### src/tile_consts.svh
`ifndef TILE_CONSTS_SVH
`define TILE_CONSTS_SVH

// ----------------------------------------------------------------------
// Tile sizing
// ----------------------------------------------------------------------
`define TILE_REG_NUM  8
`define TILE_DATA_W   16
`define TILE_ROB_SIZE 4

// ----------------------------------------------------------------------
// Opcode field values, instruction bits 15 to 13
// ----------------------------------------------------------------------
`define TILE_OP_ADD 3'd0
`define TILE_OP_SUB 3'd1
`define TILE_OP_AND 3'd2
`define TILE_OP_XOR 3'd3
// Load 8-bit immediate, zero extended
`define TILE_OP_LI  3'd4

`endif

### src/tile_pkg.sv
`default_nettype none

package tile_pkg;

`include "tile_consts.svh"

  localparam int REG_IDX_W = $clog2(`TILE_REG_NUM);
  localparam int CMT_ID_W  = $clog2(`TILE_ROB_SIZE);
  localparam int IMM_W     = 8;

  typedef logic [15:0]             inst_t;
  typedef logic [REG_IDX_W-1:0]    reg_idx_t;
  typedef logic [`TILE_DATA_W-1:0] data_t;
  typedef logic [CMT_ID_W-1:0]     cmt_id_t;
  typedef logic [IMM_W-1:0]        imm_t;

  typedef enum logic [2:0] {
    ALU_ADD = `TILE_OP_ADD,
    ALU_SUB = `TILE_OP_SUB,
    ALU_AND = `TILE_OP_AND,
    ALU_XOR = `TILE_OP_XOR,
    ALU_LI  = `TILE_OP_LI
  } alu_op_e;

  // Dispatched instruction, decoder to ALU and ROB
  typedef struct packed {
    logic     valid;
    alu_op_e  op;
    reg_idx_t rd;
    reg_idx_t rs1;
    reg_idx_t rs2;
    imm_t     imm;
    cmt_id_t  cmt_id;
  } disp_t;

  typedef struct packed {
    logic     valid;
    reg_idx_t rd;
    data_t    data;
  } phy_wr_t;

  typedef struct packed {
    logic    valid;
    cmt_id_t cmt_id;
    data_t   data;
  } done_rpt_t;

  typedef struct packed {
    logic     valid;
    cmt_id_t  cmt_id;
    reg_idx_t rd;
    data_t    data;
  } commit_t;

endpackage

`default_nettype wire

### src/tile_disp_decode.sv
`default_nettype none

`include "tile_consts.svh"

module tile_disp_decode (
  input  logic               i_clk,
  input  logic               i_arst_n,

  input  logic               i_inst_valid,
  input  tile_pkg::inst_t    i_inst,
  output logic               o_inst_ready,

  input  logic               i_rob_free,
  input  tile_pkg::cmt_id_t  i_rob_new_id,
  input  tile_pkg::phy_wr_t  i_phy_wr,

  output tile_pkg::disp_t    o_disp
);

  tile_pkg::reg_idx_t        w_rd;
  tile_pkg::reg_idx_t        w_rs1;
  tile_pkg::reg_idx_t        w_rs2;
  tile_pkg::imm_t            w_imm;
  logic [2:0]                w_opcode;
  tile_pkg::alu_op_e         w_op;
  logic                      w_reads_src;

  logic [`TILE_REG_NUM-1:0]  r_busy;
  logic [`TILE_REG_NUM-1:0]  w_wb_clr;
  logic [`TILE_REG_NUM-1:0]  w_busy;
  logic [`TILE_REG_NUM-1:0]  w_set;
  logic                      w_src_busy;
  logic                      w_accept;
  logic                      r_run;

  logic                      r_disp_valid;
  tile_pkg::disp_t           r_disp;

  // ----------------------------------------------------------------------
  // Instruction split
  // ----------------------------------------------------------------------
  assign w_opcode = i_inst[15:13];
  assign w_rd     = i_inst[12:10];
  assign w_rs1    = i_inst[9:7];
  assign w_rs2    = i_inst[6:4];
  assign w_imm    = i_inst[7:0];

  always_comb begin
    w_reads_src = 1'b1;
    case (w_opcode)
      `TILE_OP_ADD: w_op = tile_pkg::ALU_ADD;
      `TILE_OP_SUB: w_op = tile_pkg::ALU_SUB;
      `TILE_OP_AND: w_op = tile_pkg::ALU_AND;
      `TILE_OP_XOR: w_op = tile_pkg::ALU_XOR;
      `TILE_OP_LI: begin
        w_op        = tile_pkg::ALU_LI;
        w_reads_src = 1'b0;
      end
      default: w_op = tile_pkg::alu_op_e'(w_opcode);
    endcase
  end

  // ----------------------------------------------------------------------
  // Scoreboard
  // ----------------------------------------------------------------------
  // A writeback frees its register, unless a younger writer of the same
  // register sits in the dispatch stage right now
  always_comb begin
    for (int i = 0; i < `TILE_REG_NUM; i++) begin
      w_wb_clr[i] = i_phy_wr.valid && (i_phy_wr.rd == tile_pkg::reg_idx_t'(i)) &&
                    !(r_disp_valid && (r_disp.rd == tile_pkg::reg_idx_t'(i)));
    end
  end

  assign w_busy     = r_busy & ~w_wb_clr;
  assign w_src_busy = w_reads_src && (w_busy[w_rs1] || w_busy[w_rs2]);

  assign o_inst_ready = r_run && i_rob_free && !w_src_busy;
  assign w_accept     = i_inst_valid && o_inst_ready;

  // Register 0 never becomes busy
  always_comb begin
    w_set = '0;
    if (w_accept && (w_rd != '0)) begin
      w_set[w_rd] = 1'b1;
    end
  end

  always_ff @(posedge i_clk or negedge i_arst_n) begin
    if (!i_arst_n) begin
      r_busy       <= '0;
      r_run        <= 1'b0;
      r_disp_valid <= 1'b0;
    end else begin
      r_busy       <= w_busy | w_set;
      r_run        <= 1'b1;
      r_disp_valid <= w_accept;
    end
  end

  // Dispatch payload
  always_ff @(posedge i_clk) begin
    if (w_accept) begin
      r_disp <= '{valid:  1'b1,
                  op:     w_op,
                  rd:     w_rd,
                  rs1:    w_rs1,
                  rs2:    w_rs2,
                  imm:    w_imm,
                  cmt_id: i_rob_new_id};
    end
  end

  always_comb begin
    o_disp       = r_disp;
    o_disp.valid = r_disp_valid;
  end

  // Fetch source only offers the five defined opcodes
  a_disp_op_known : assert property (@(posedge i_clk) disable iff (!i_arst_n)
    o_disp.valid |-> o_disp.op inside {tile_pkg::ALU_ADD, tile_pkg::ALU_SUB,
                                       tile_pkg::ALU_AND, tile_pkg::ALU_XOR,
                                       tile_pkg::ALU_LI});

endmodule

`default_nettype wire

### src/tile_phy_registers.sv
`default_nettype none

`include "tile_consts.svh"

module tile_phy_registers (
  input  logic               i_clk,
  input  logic               i_arst_n,

  input  tile_pkg::reg_idx_t i_rs1,
  input  tile_pkg::reg_idx_t i_rs2,
  output tile_pkg::data_t    o_rs1_data,
  output tile_pkg::data_t    o_rs2_data,

  input  tile_pkg::phy_wr_t  i_phy_wr
);

  tile_pkg::data_t r_regs [`TILE_REG_NUM];

  // Single write port, register 0 stays zero
  always_ff @(posedge i_clk or negedge i_arst_n) begin
    if (!i_arst_n) begin
      for (int i = 0; i < `TILE_REG_NUM; i++) begin
        r_regs[i] <= '0;
      end
    end else if (i_phy_wr.valid && (i_phy_wr.rd != '0)) begin
      r_regs[i_phy_wr.rd] <= i_phy_wr.data;
    end
  end

  // Asynchronous reads, no write bypass
  assign o_rs1_data = r_regs[i_rs1];
  assign o_rs2_data = r_regs[i_rs2];

endmodule

`default_nettype wire

### src/tile_alu.sv
`default_nettype none

module tile_alu (
  input  logic                i_clk,
  input  logic                i_arst_n,

  input  tile_pkg::disp_t     i_disp,

  output tile_pkg::reg_idx_t  o_rs1,
  output tile_pkg::reg_idx_t  o_rs2,
  input  tile_pkg::data_t     i_rs1_data,
  input  tile_pkg::data_t     i_rs2_data,

  output tile_pkg::phy_wr_t   o_phy_wr,
  output tile_pkg::done_rpt_t o_done_rpt
);

  tile_pkg::data_t    w_result;

  logic               r_valid;
  tile_pkg::reg_idx_t r_rd;
  tile_pkg::cmt_id_t  r_cmt_id;
  tile_pkg::data_t    r_data;

  // Register read in the dispatch cycle
  assign o_rs1 = i_disp.rs1;
  assign o_rs2 = i_disp.rs2;

  always_comb begin
    case (i_disp.op)
      tile_pkg::ALU_ADD: w_result = i_rs1_data + i_rs2_data;
      tile_pkg::ALU_SUB: w_result = i_rs1_data - i_rs2_data;
      tile_pkg::ALU_AND: w_result = i_rs1_data & i_rs2_data;
      tile_pkg::ALU_XOR: w_result = i_rs1_data ^ i_rs2_data;
      tile_pkg::ALU_LI:  w_result = tile_pkg::data_t'(i_disp.imm);
      default:           w_result = '0;
    endcase
  end

  always_ff @(posedge i_clk or negedge i_arst_n) begin
    if (!i_arst_n) begin
      r_valid <= 1'b0;
    end else begin
      r_valid <= i_disp.valid;
    end
  end

  always_ff @(posedge i_clk) begin
    if (i_disp.valid) begin
      r_rd     <= i_disp.rd;
      r_cmt_id <= i_disp.cmt_id;
      r_data   <= w_result;
    end
  end

  // Writeback and done report leave together
  assign o_phy_wr   = '{valid: r_valid, rd: r_rd, data: r_data};
  assign o_done_rpt = '{valid: r_valid, cmt_id: r_cmt_id, data: r_data};

  // Source operands come from written registers
  a_src_known : assert property (@(posedge i_clk) disable iff (!i_arst_n)
    (i_disp.valid && (i_disp.op != tile_pkg::ALU_LI)) |->
      !$isunknown({i_rs1_data, i_rs2_data}));

endmodule

`default_nettype wire

### src/tile_rob.sv
`default_nettype none

`include "tile_consts.svh"

module tile_rob (
  input  logic                i_clk,
  input  logic                i_arst_n,

  input  tile_pkg::disp_t     i_disp,
  output logic                o_rob_free,
  output tile_pkg::cmt_id_t   o_new_id,

  input  tile_pkg::done_rpt_t i_done_rpt,

  output tile_pkg::commit_t   o_commit
);

  localparam int CNT_W = $clog2(`TILE_ROB_SIZE + 1);

  tile_pkg::cmt_id_t        r_head;
  tile_pkg::cmt_id_t        r_tail;
  logic [CNT_W-1:0]         r_count;
  logic [CNT_W-1:0]         w_count_next;
  logic [`TILE_ROB_SIZE-1:0] r_done;

  tile_pkg::reg_idx_t       r_rd   [`TILE_ROB_SIZE];
  tile_pkg::data_t          r_data [`TILE_ROB_SIZE];

  logic                     w_cmt_fire;
  tile_pkg::cmt_id_t        w_done_age;

  // ----------------------------------------------------------------------
  // Occupancy
  // ----------------------------------------------------------------------
  assign w_cmt_fire   = (r_count != '0) && r_done[r_head];
  assign w_count_next = r_count + CNT_W'(i_disp.valid) - CNT_W'(w_cmt_fire);

  // Free check already accounts for the entry in flight from the decoder
  assign o_rob_free = w_count_next < CNT_W'(`TILE_ROB_SIZE);
  assign o_new_id   = r_tail + tile_pkg::cmt_id_t'(i_disp.valid);

  always_ff @(posedge i_clk or negedge i_arst_n) begin
    if (!i_arst_n) begin
      r_head  <= '0;
      r_tail  <= '0;
      r_count <= '0;
      r_done  <= '0;
    end else begin
      r_count <= w_count_next;
      if (w_cmt_fire) begin
        r_done[r_head] <= 1'b0;
        r_head         <= r_head + 1'b1;
      end
      if (i_done_rpt.valid) begin
        r_done[i_done_rpt.cmt_id] <= 1'b1;
      end
      // Allocation last so a full buffer may reuse the retiring slot
      if (i_disp.valid) begin
        r_done[r_tail] <= 1'b0;
        r_tail         <= r_tail + 1'b1;
      end
    end
  end

  // ----------------------------------------------------------------------
  // Entry payload
  // ----------------------------------------------------------------------
  always_ff @(posedge i_clk) begin
    if (i_disp.valid) begin
      r_rd[r_tail] <= i_disp.rd;
    end
    if (i_done_rpt.valid) begin
      r_data[i_done_rpt.cmt_id] <= i_done_rpt.data;
    end
  end

  assign o_commit = '{valid:  w_cmt_fire,
                      cmt_id: r_head,
                      rd:     r_rd[r_head],
                      data:   r_data[r_head]};

  // Distance of the reported entry from the head
  assign w_done_age = i_done_rpt.cmt_id - r_head;

  a_no_disp_when_full : assert property (@(posedge i_clk) disable iff (!i_arst_n)
    i_disp.valid |-> (r_count < CNT_W'(`TILE_ROB_SIZE)));

  a_done_live_entry : assert property (@(posedge i_clk) disable iff (!i_arst_n)
    i_done_rpt.valid |-> (CNT_W'(w_done_age) < r_count) && !r_done[i_done_rpt.cmt_id]);

endmodule

`default_nettype wire

### src/tile_top.sv
`default_nettype none

module tile_top (
  input  logic              i_clk,
  input  logic              i_arst_n,

  input  logic              i_inst_valid,
  input  tile_pkg::inst_t   i_inst,
  output logic              o_inst_ready,

  output tile_pkg::commit_t o_commit
);

  // ----------------------------------------------------------------------
  // Internal buses
  // ----------------------------------------------------------------------
  tile_pkg::disp_t     w_disp;
  tile_pkg::phy_wr_t   w_phy_wr;
  tile_pkg::done_rpt_t w_done_rpt;

  logic                w_rob_free;
  tile_pkg::cmt_id_t   w_rob_new_id;

  tile_pkg::reg_idx_t  w_rs1;
  tile_pkg::reg_idx_t  w_rs2;
  tile_pkg::data_t     w_rs1_data;
  tile_pkg::data_t     w_rs2_data;

  tile_disp_decode u_disp_decode (
    .i_clk        (i_clk),
    .i_arst_n     (i_arst_n),
    .i_inst_valid (i_inst_valid),
    .i_inst       (i_inst),
    .o_inst_ready (o_inst_ready),
    .i_rob_free   (w_rob_free),
    .i_rob_new_id (w_rob_new_id),
    .i_phy_wr     (w_phy_wr),
    .o_disp       (w_disp)
  );

  tile_alu u_alu (
    .i_clk      (i_clk),
    .i_arst_n   (i_arst_n),
    .i_disp     (w_disp),
    .o_rs1      (w_rs1),
    .o_rs2      (w_rs2),
    .i_rs1_data (w_rs1_data),
    .i_rs2_data (w_rs2_data),
    .o_phy_wr   (w_phy_wr),
    .o_done_rpt (w_done_rpt)
  );

  tile_phy_registers u_phy_registers (
    .i_clk      (i_clk),
    .i_arst_n   (i_arst_n),
    .i_rs1      (w_rs1),
    .i_rs2      (w_rs2),
    .o_rs1_data (w_rs1_data),
    .o_rs2_data (w_rs2_data),
    .i_phy_wr   (w_phy_wr)
  );

  tile_rob u_rob (
    .i_clk      (i_clk),
    .i_arst_n   (i_arst_n),
    .i_disp     (w_disp),
    .o_rob_free (w_rob_free),
    .o_new_id   (w_rob_new_id),
    .i_done_rpt (w_done_rpt),
    .o_commit   (o_commit)
  );

endmodule

`default_nettype wire

### config.mk
export PLATFORM = sky130hd
export DESIGN_NAME = tile_top
export DESIGN_NICKNAME = d
export VERILOG_FILES = /design/src/tile_pkg.sv /design/src/tile_disp_decode.sv /design/src/tile_phy_registers.sv /design/src/tile_alu.sv /design/src/tile_rob.sv /design/src/tile_top.sv
export VERILOG_INCLUDE_DIRS = /design/src /design/src/src
export SDC_FILE = /design/constraint.sdc
export NUM_CORES = 1
export LEC_CHECK = 0
export ABC_AREA = 1
export ABC_CLOCK_PERIOD_IN_PS = 6200
export BUFFER_PORTS_ARGS = -buffer_cell sky130_fd_sc_hd__buf_2
export CAP_MARGIN = 20
export CORE_ASPECT_RATIO = 1.5
export CORE_MARGIN = 8
export CORE_UTILIZATION = 30
export CTS_CLUSTER_DIAMETER = 80
export DETAILED_ROUTE_END_ITERATION = 10
export SYNTH_ARGS = -nofsm -noshare
export SYNTH_HDL_FRONTEND = slang
export SYNTH_HIERARCHICAL = 1
export SYNTH_SLANG_ARGS = --single-unit
### constraint.sdc
create_clock -name i_clk -period 6.2 [get_ports i_clk]
set_input_delay 1.24 -clock i_clk [delete_from_list [all_inputs] [get_ports i_clk]]
set_output_delay 1.24 -clock i_clk [all_outputs]
set_load 0.05 [all_outputs]
==> impl_metrics.env <==
export IMPL_syn_area_per_cell_sq_um=7.70
export IMPL_htreeDepth=1
export IMPL_fin_nets=1971
export IMPL_cp_max_fo=44
export IMPL_setup_tns_final_ns=0
export IMPL_wl_per_cell_um=16.3
export IMPL_path_class="reg -> out"
export IMPL_die_area_sq_um=57600
export IMPL_min_path_type="reg -> reg"
export IMPL_critPathMaxStageDelay_ns=0.54
export IMPL_ys_async_sr_fraction=0.566
export IMPL_nFillCells=5195
export IMPL_tightest_slew_ns=0.993
export IMPL_cts_setup_buffers=0
export IMPL_fmax_mhz=193
export IMPL_cts_buffers=25
export IMPL_synth_edf_count=115
export IMPL_arrival_ns=3.95
export IMPL_path_common_cell="inv_1"
export IMPL_drt_vias_per_instance=4.77
export IMPL_clkLatencyLatePin_ns=0.54
export IMPL_drc=0
export IMPL_cpMaxStageDelayCell="inv_2"
export IMPL_cts_tree="yes"
export IMPL_cts_hold_buf=0
export IMPL_p_total_uw=7380
export IMPL_end_kind="primary output"
export IMPL_max_slew_margin_rel=0.337
export IMPL_fp_row_count=100
export IMPL_syn_area_sq_um=15000
export IMPL_grt_pass1_wl_um=67300
export IMPL_vias=12346
export IMPL_rsz0062_at_grt="no"
export IMPL_drv_cap=0
export IMPL_ys_warn_count=6
export IMPL_num_antenna_cells=0
export IMPL_drive_gt1_frac=0.0712
export IMPL_drv_slew=0
export IMPL_yosysSeqAreaShare=0.480
export IMPL_cts_repair_resized=0
export IMPL_grt_start_max_net_pins=96
export IMPL_hpwl_um=28400
export IMPL_final_cell_mix="nand2_1 (705), inv_1 (252), nand3_1 (184)"
export IMPL_antenna_found_initial=0
export IMPL_grt_pass1_vias=12714
export IMPL_pwr_density_cell_nw_per_um2=452
export IMPL_skew_ns=0.0163
export IMPL_netlist_instances=1949
export IMPL_drtIter0Drc=970
export IMPL_ys_seq_elements=265
export IMPL_io_buffers=41
export IMPL_ir_drop_v=0.000305
export IMPL_period_minus_slack_ns=5.19
export IMPL_drt_total_wl_um=42300
export IMPL_coreArea_sq_um=49500
export IMPL_crit_chain="buf_4 -> inv_2 -> nand2_1 -> nand3_2 -> nand2_2 -> nand2_2 -> clkinv_2 -> ha_1 -> inv_1 -> ha_1 -> inv_1 -> fa_1 -> xor2_1 -> inv_1 -> nand2_1 -> inv_1 -> nand2_1 -> inv_1 -> buf_2"
export IMPL_hold_viol=0
export IMPL_final_common_cell="nand2_1"
export IMPL_setup_worst_path_start_class="register"
export IMPL_required_ns=4.96
export IMPL_post_route_period_util=0.837
export IMPL_gp_congestion=0.912
export IMPL_cts_root_buf="clkbuf_16"
export IMPL_register_area_sq_um=7210
export IMPL_clock_sinks=265
export IMPL_firstDrtPassIters=6
export IMPL_clk_pin_slew_ns=0.07
export IMPL_area_growth_pct=8.90
export IMPL_cts_buffer_depth=3
export IMPL_multi_input_area_sq_um=6150
export IMPL_yosysUniqueCellTypes=46
export IMPL_synthFlopType="dfrtp_1"
export IMPL_ant_nets=0
export IMPL_die_w_um=199
export IMPL_start_util=0.303
export IMPL_syn_num_nets=2013
export IMPL_cellLeakagePower_uw=0.00797
export IMPL_die_h_um=290
export IMPL_grt_overflow_total=0
export IMPL_status="finished, final reports clean"
export IMPL_pin_count=42
export IMPL_grt_usage=0.146
export IMPL_setup_viol=0
==> state kept, by name, indices dropped and copies added, names as in the netlist, 4 cells and up <==
register and flops:
u_disp_decode/r_busy 8, u_disp_decode/o_disp 18, u_phy_registers/r_regs 128, u_alu/r_data 16
u_rob/r_rd 12, u_rob/r_done 4, u_rob/r_data 64
==> layout make-up <==
cell class | count | share of cell area
tap | 663 | 0.0508
inverter | 256 | 0.0589
clock inverter | 17 | 0.0109
timing repair buffer | 64 | 0.0235
clock buffer | 28 | 0.0390
sequential | 265 | 0.441
multi-input combinational | 1295 | 0.376
==> critical path, delay by kind of cell, from the launching register on <==
kind / cells / cell delay, ns
buf+inv: 9 / 1.49
fa+ha+maj: 3 / 0.80
simple gates: 6 / 0.56
flops: 1 / 0.36
xor+xnor: 1 / 0.18
==> cell usage after synthesis, types with 2 or more instances <==
| library cell | n | share of area |
|---|---|---|
| nand3_1 | 185 | 0.062 |
| inv_2 | 3 | 0.00075 |
| nand3_2 | 2 | 0.0013 |
| ha_1 | 43 | 0.036 |
| dfrtp_1 | 150 | 0.25 |
| nand2_2 | 8 | 0.0033 |
| buf_2 | 45 | 0.015 |
| buf_1 | 2 | 0.00050 |
| buf_4 | 38 | 0.019 |
| inv_1 | 252 | 0.063 |
| edfxtp_1 | 115 | 0.23 |
| nand2_1 | 706 | 0.18 |
| a21boi_0 | 2 | 0.0010 |
| buf_6 | 4 | 0.0030 |
| xnor2_1 | 6 | 0.0035 |
| nor2_1 | 79 | 0.020 |
| nor3_1 | 6 | 0.0020 |
| a21oi_1 | 20 | 0.0067 |
| o21ai_1 | 42 | 0.014 |
| fa_1 | 2 | 0.0027 |
| clkbuf_1 | 44 | 0.011 |
| o22ai_1 | 19 | 0.0079 |
| or2_0 | 3 | 0.0013 |
| xor2_1 | 15 | 0.0088 |
| o21bai_1 | 7 | 0.0035 |
| nor2_2 | 2 | 0.00083 |
| nor3_2 | 2 | 0.0013 |
| or2_2 | 2 | 0.00083 |
| o21ai_0 | 116 | 0.039 |
| nand4_1 | 5 | 0.0021 |
| a22oi_1 | 7 | 0.0035 |
| a22o_1 | 3 | 0.0018 |
==> logic make-up after synthesis <==
| kind of cell | synth area share |
|---|---|
| xor gates and xnor gates | 0.0123 |
| adders and majority gates | 0.0385 |
| DFF | 0.480 |
| other | 0.000250 |
| AOI/OAI and AO/OA | 0.0811 |
| buffers and inverters | 0.113 |
| and+or+nand+nor | 0.275 |
==> layer usage <==
| metal | vias to the layer above | global-route usage | share of wire |
|---|---|---|---|
| met5 | - | 0 | 0 |
| met4 | 0 | 0.0824 | 0.047 |
| met3 | 99 | 0.0122 | 0.041 |
| met2 | 344 | 0.271 | 0.53 |
| met1 | 5859 | 0.159 | 0.39 |
| li1 | 6044 | - | - |
==> where the power goes <==
part	switching (uW)	internal, uW	leakage [uW]
logic	2260	1010	0.00453
clock network	679	871	0.000387
registers	247	2300	0.00305
total	3190	4190	0.00797
==> worst paths after layout <==
kind	slack [ns]	startpoint	endpoint	depth (start not counted)
max reg2reg	1.85	u_disp_decode/o_disp[10]	u_alu/r_data[8]	22
max in group asynchronous	4.06	i_arst_n	u_phy_registers/r_regs[62]	2
min	0.38	u_phy_registers/r_regs[125]	u_phy_registers/r_regs[125]	0
min in group asynchronous	0.80	i_arst_n	u_disp_decode/r_busy[5]	1
max	1.01	u_rob/r_head[0]	o_inst_ready	19
min reg2reg	0.38	u_phy_registers/r_regs[125]	u_phy_registers/r_regs[125]	0
==> per-stage QoR <==
step	area [sq um]	hold WS, ns	setup WS (ns)	cells	util
finish	16300	0.378	1.01	2588	0.330
global route	16300	0.388	0.651	2588	0.330
CTS	16300	0.382	0.931	2588	0.330
detailed placement	15500	0.366	1.53	2543	0.313
global placement	15500	0.365	1.55	2543	0.313
floorplan	15000	0.400	2.16	1949	-
Note: power is estimated with default switching activity, not from simulation.
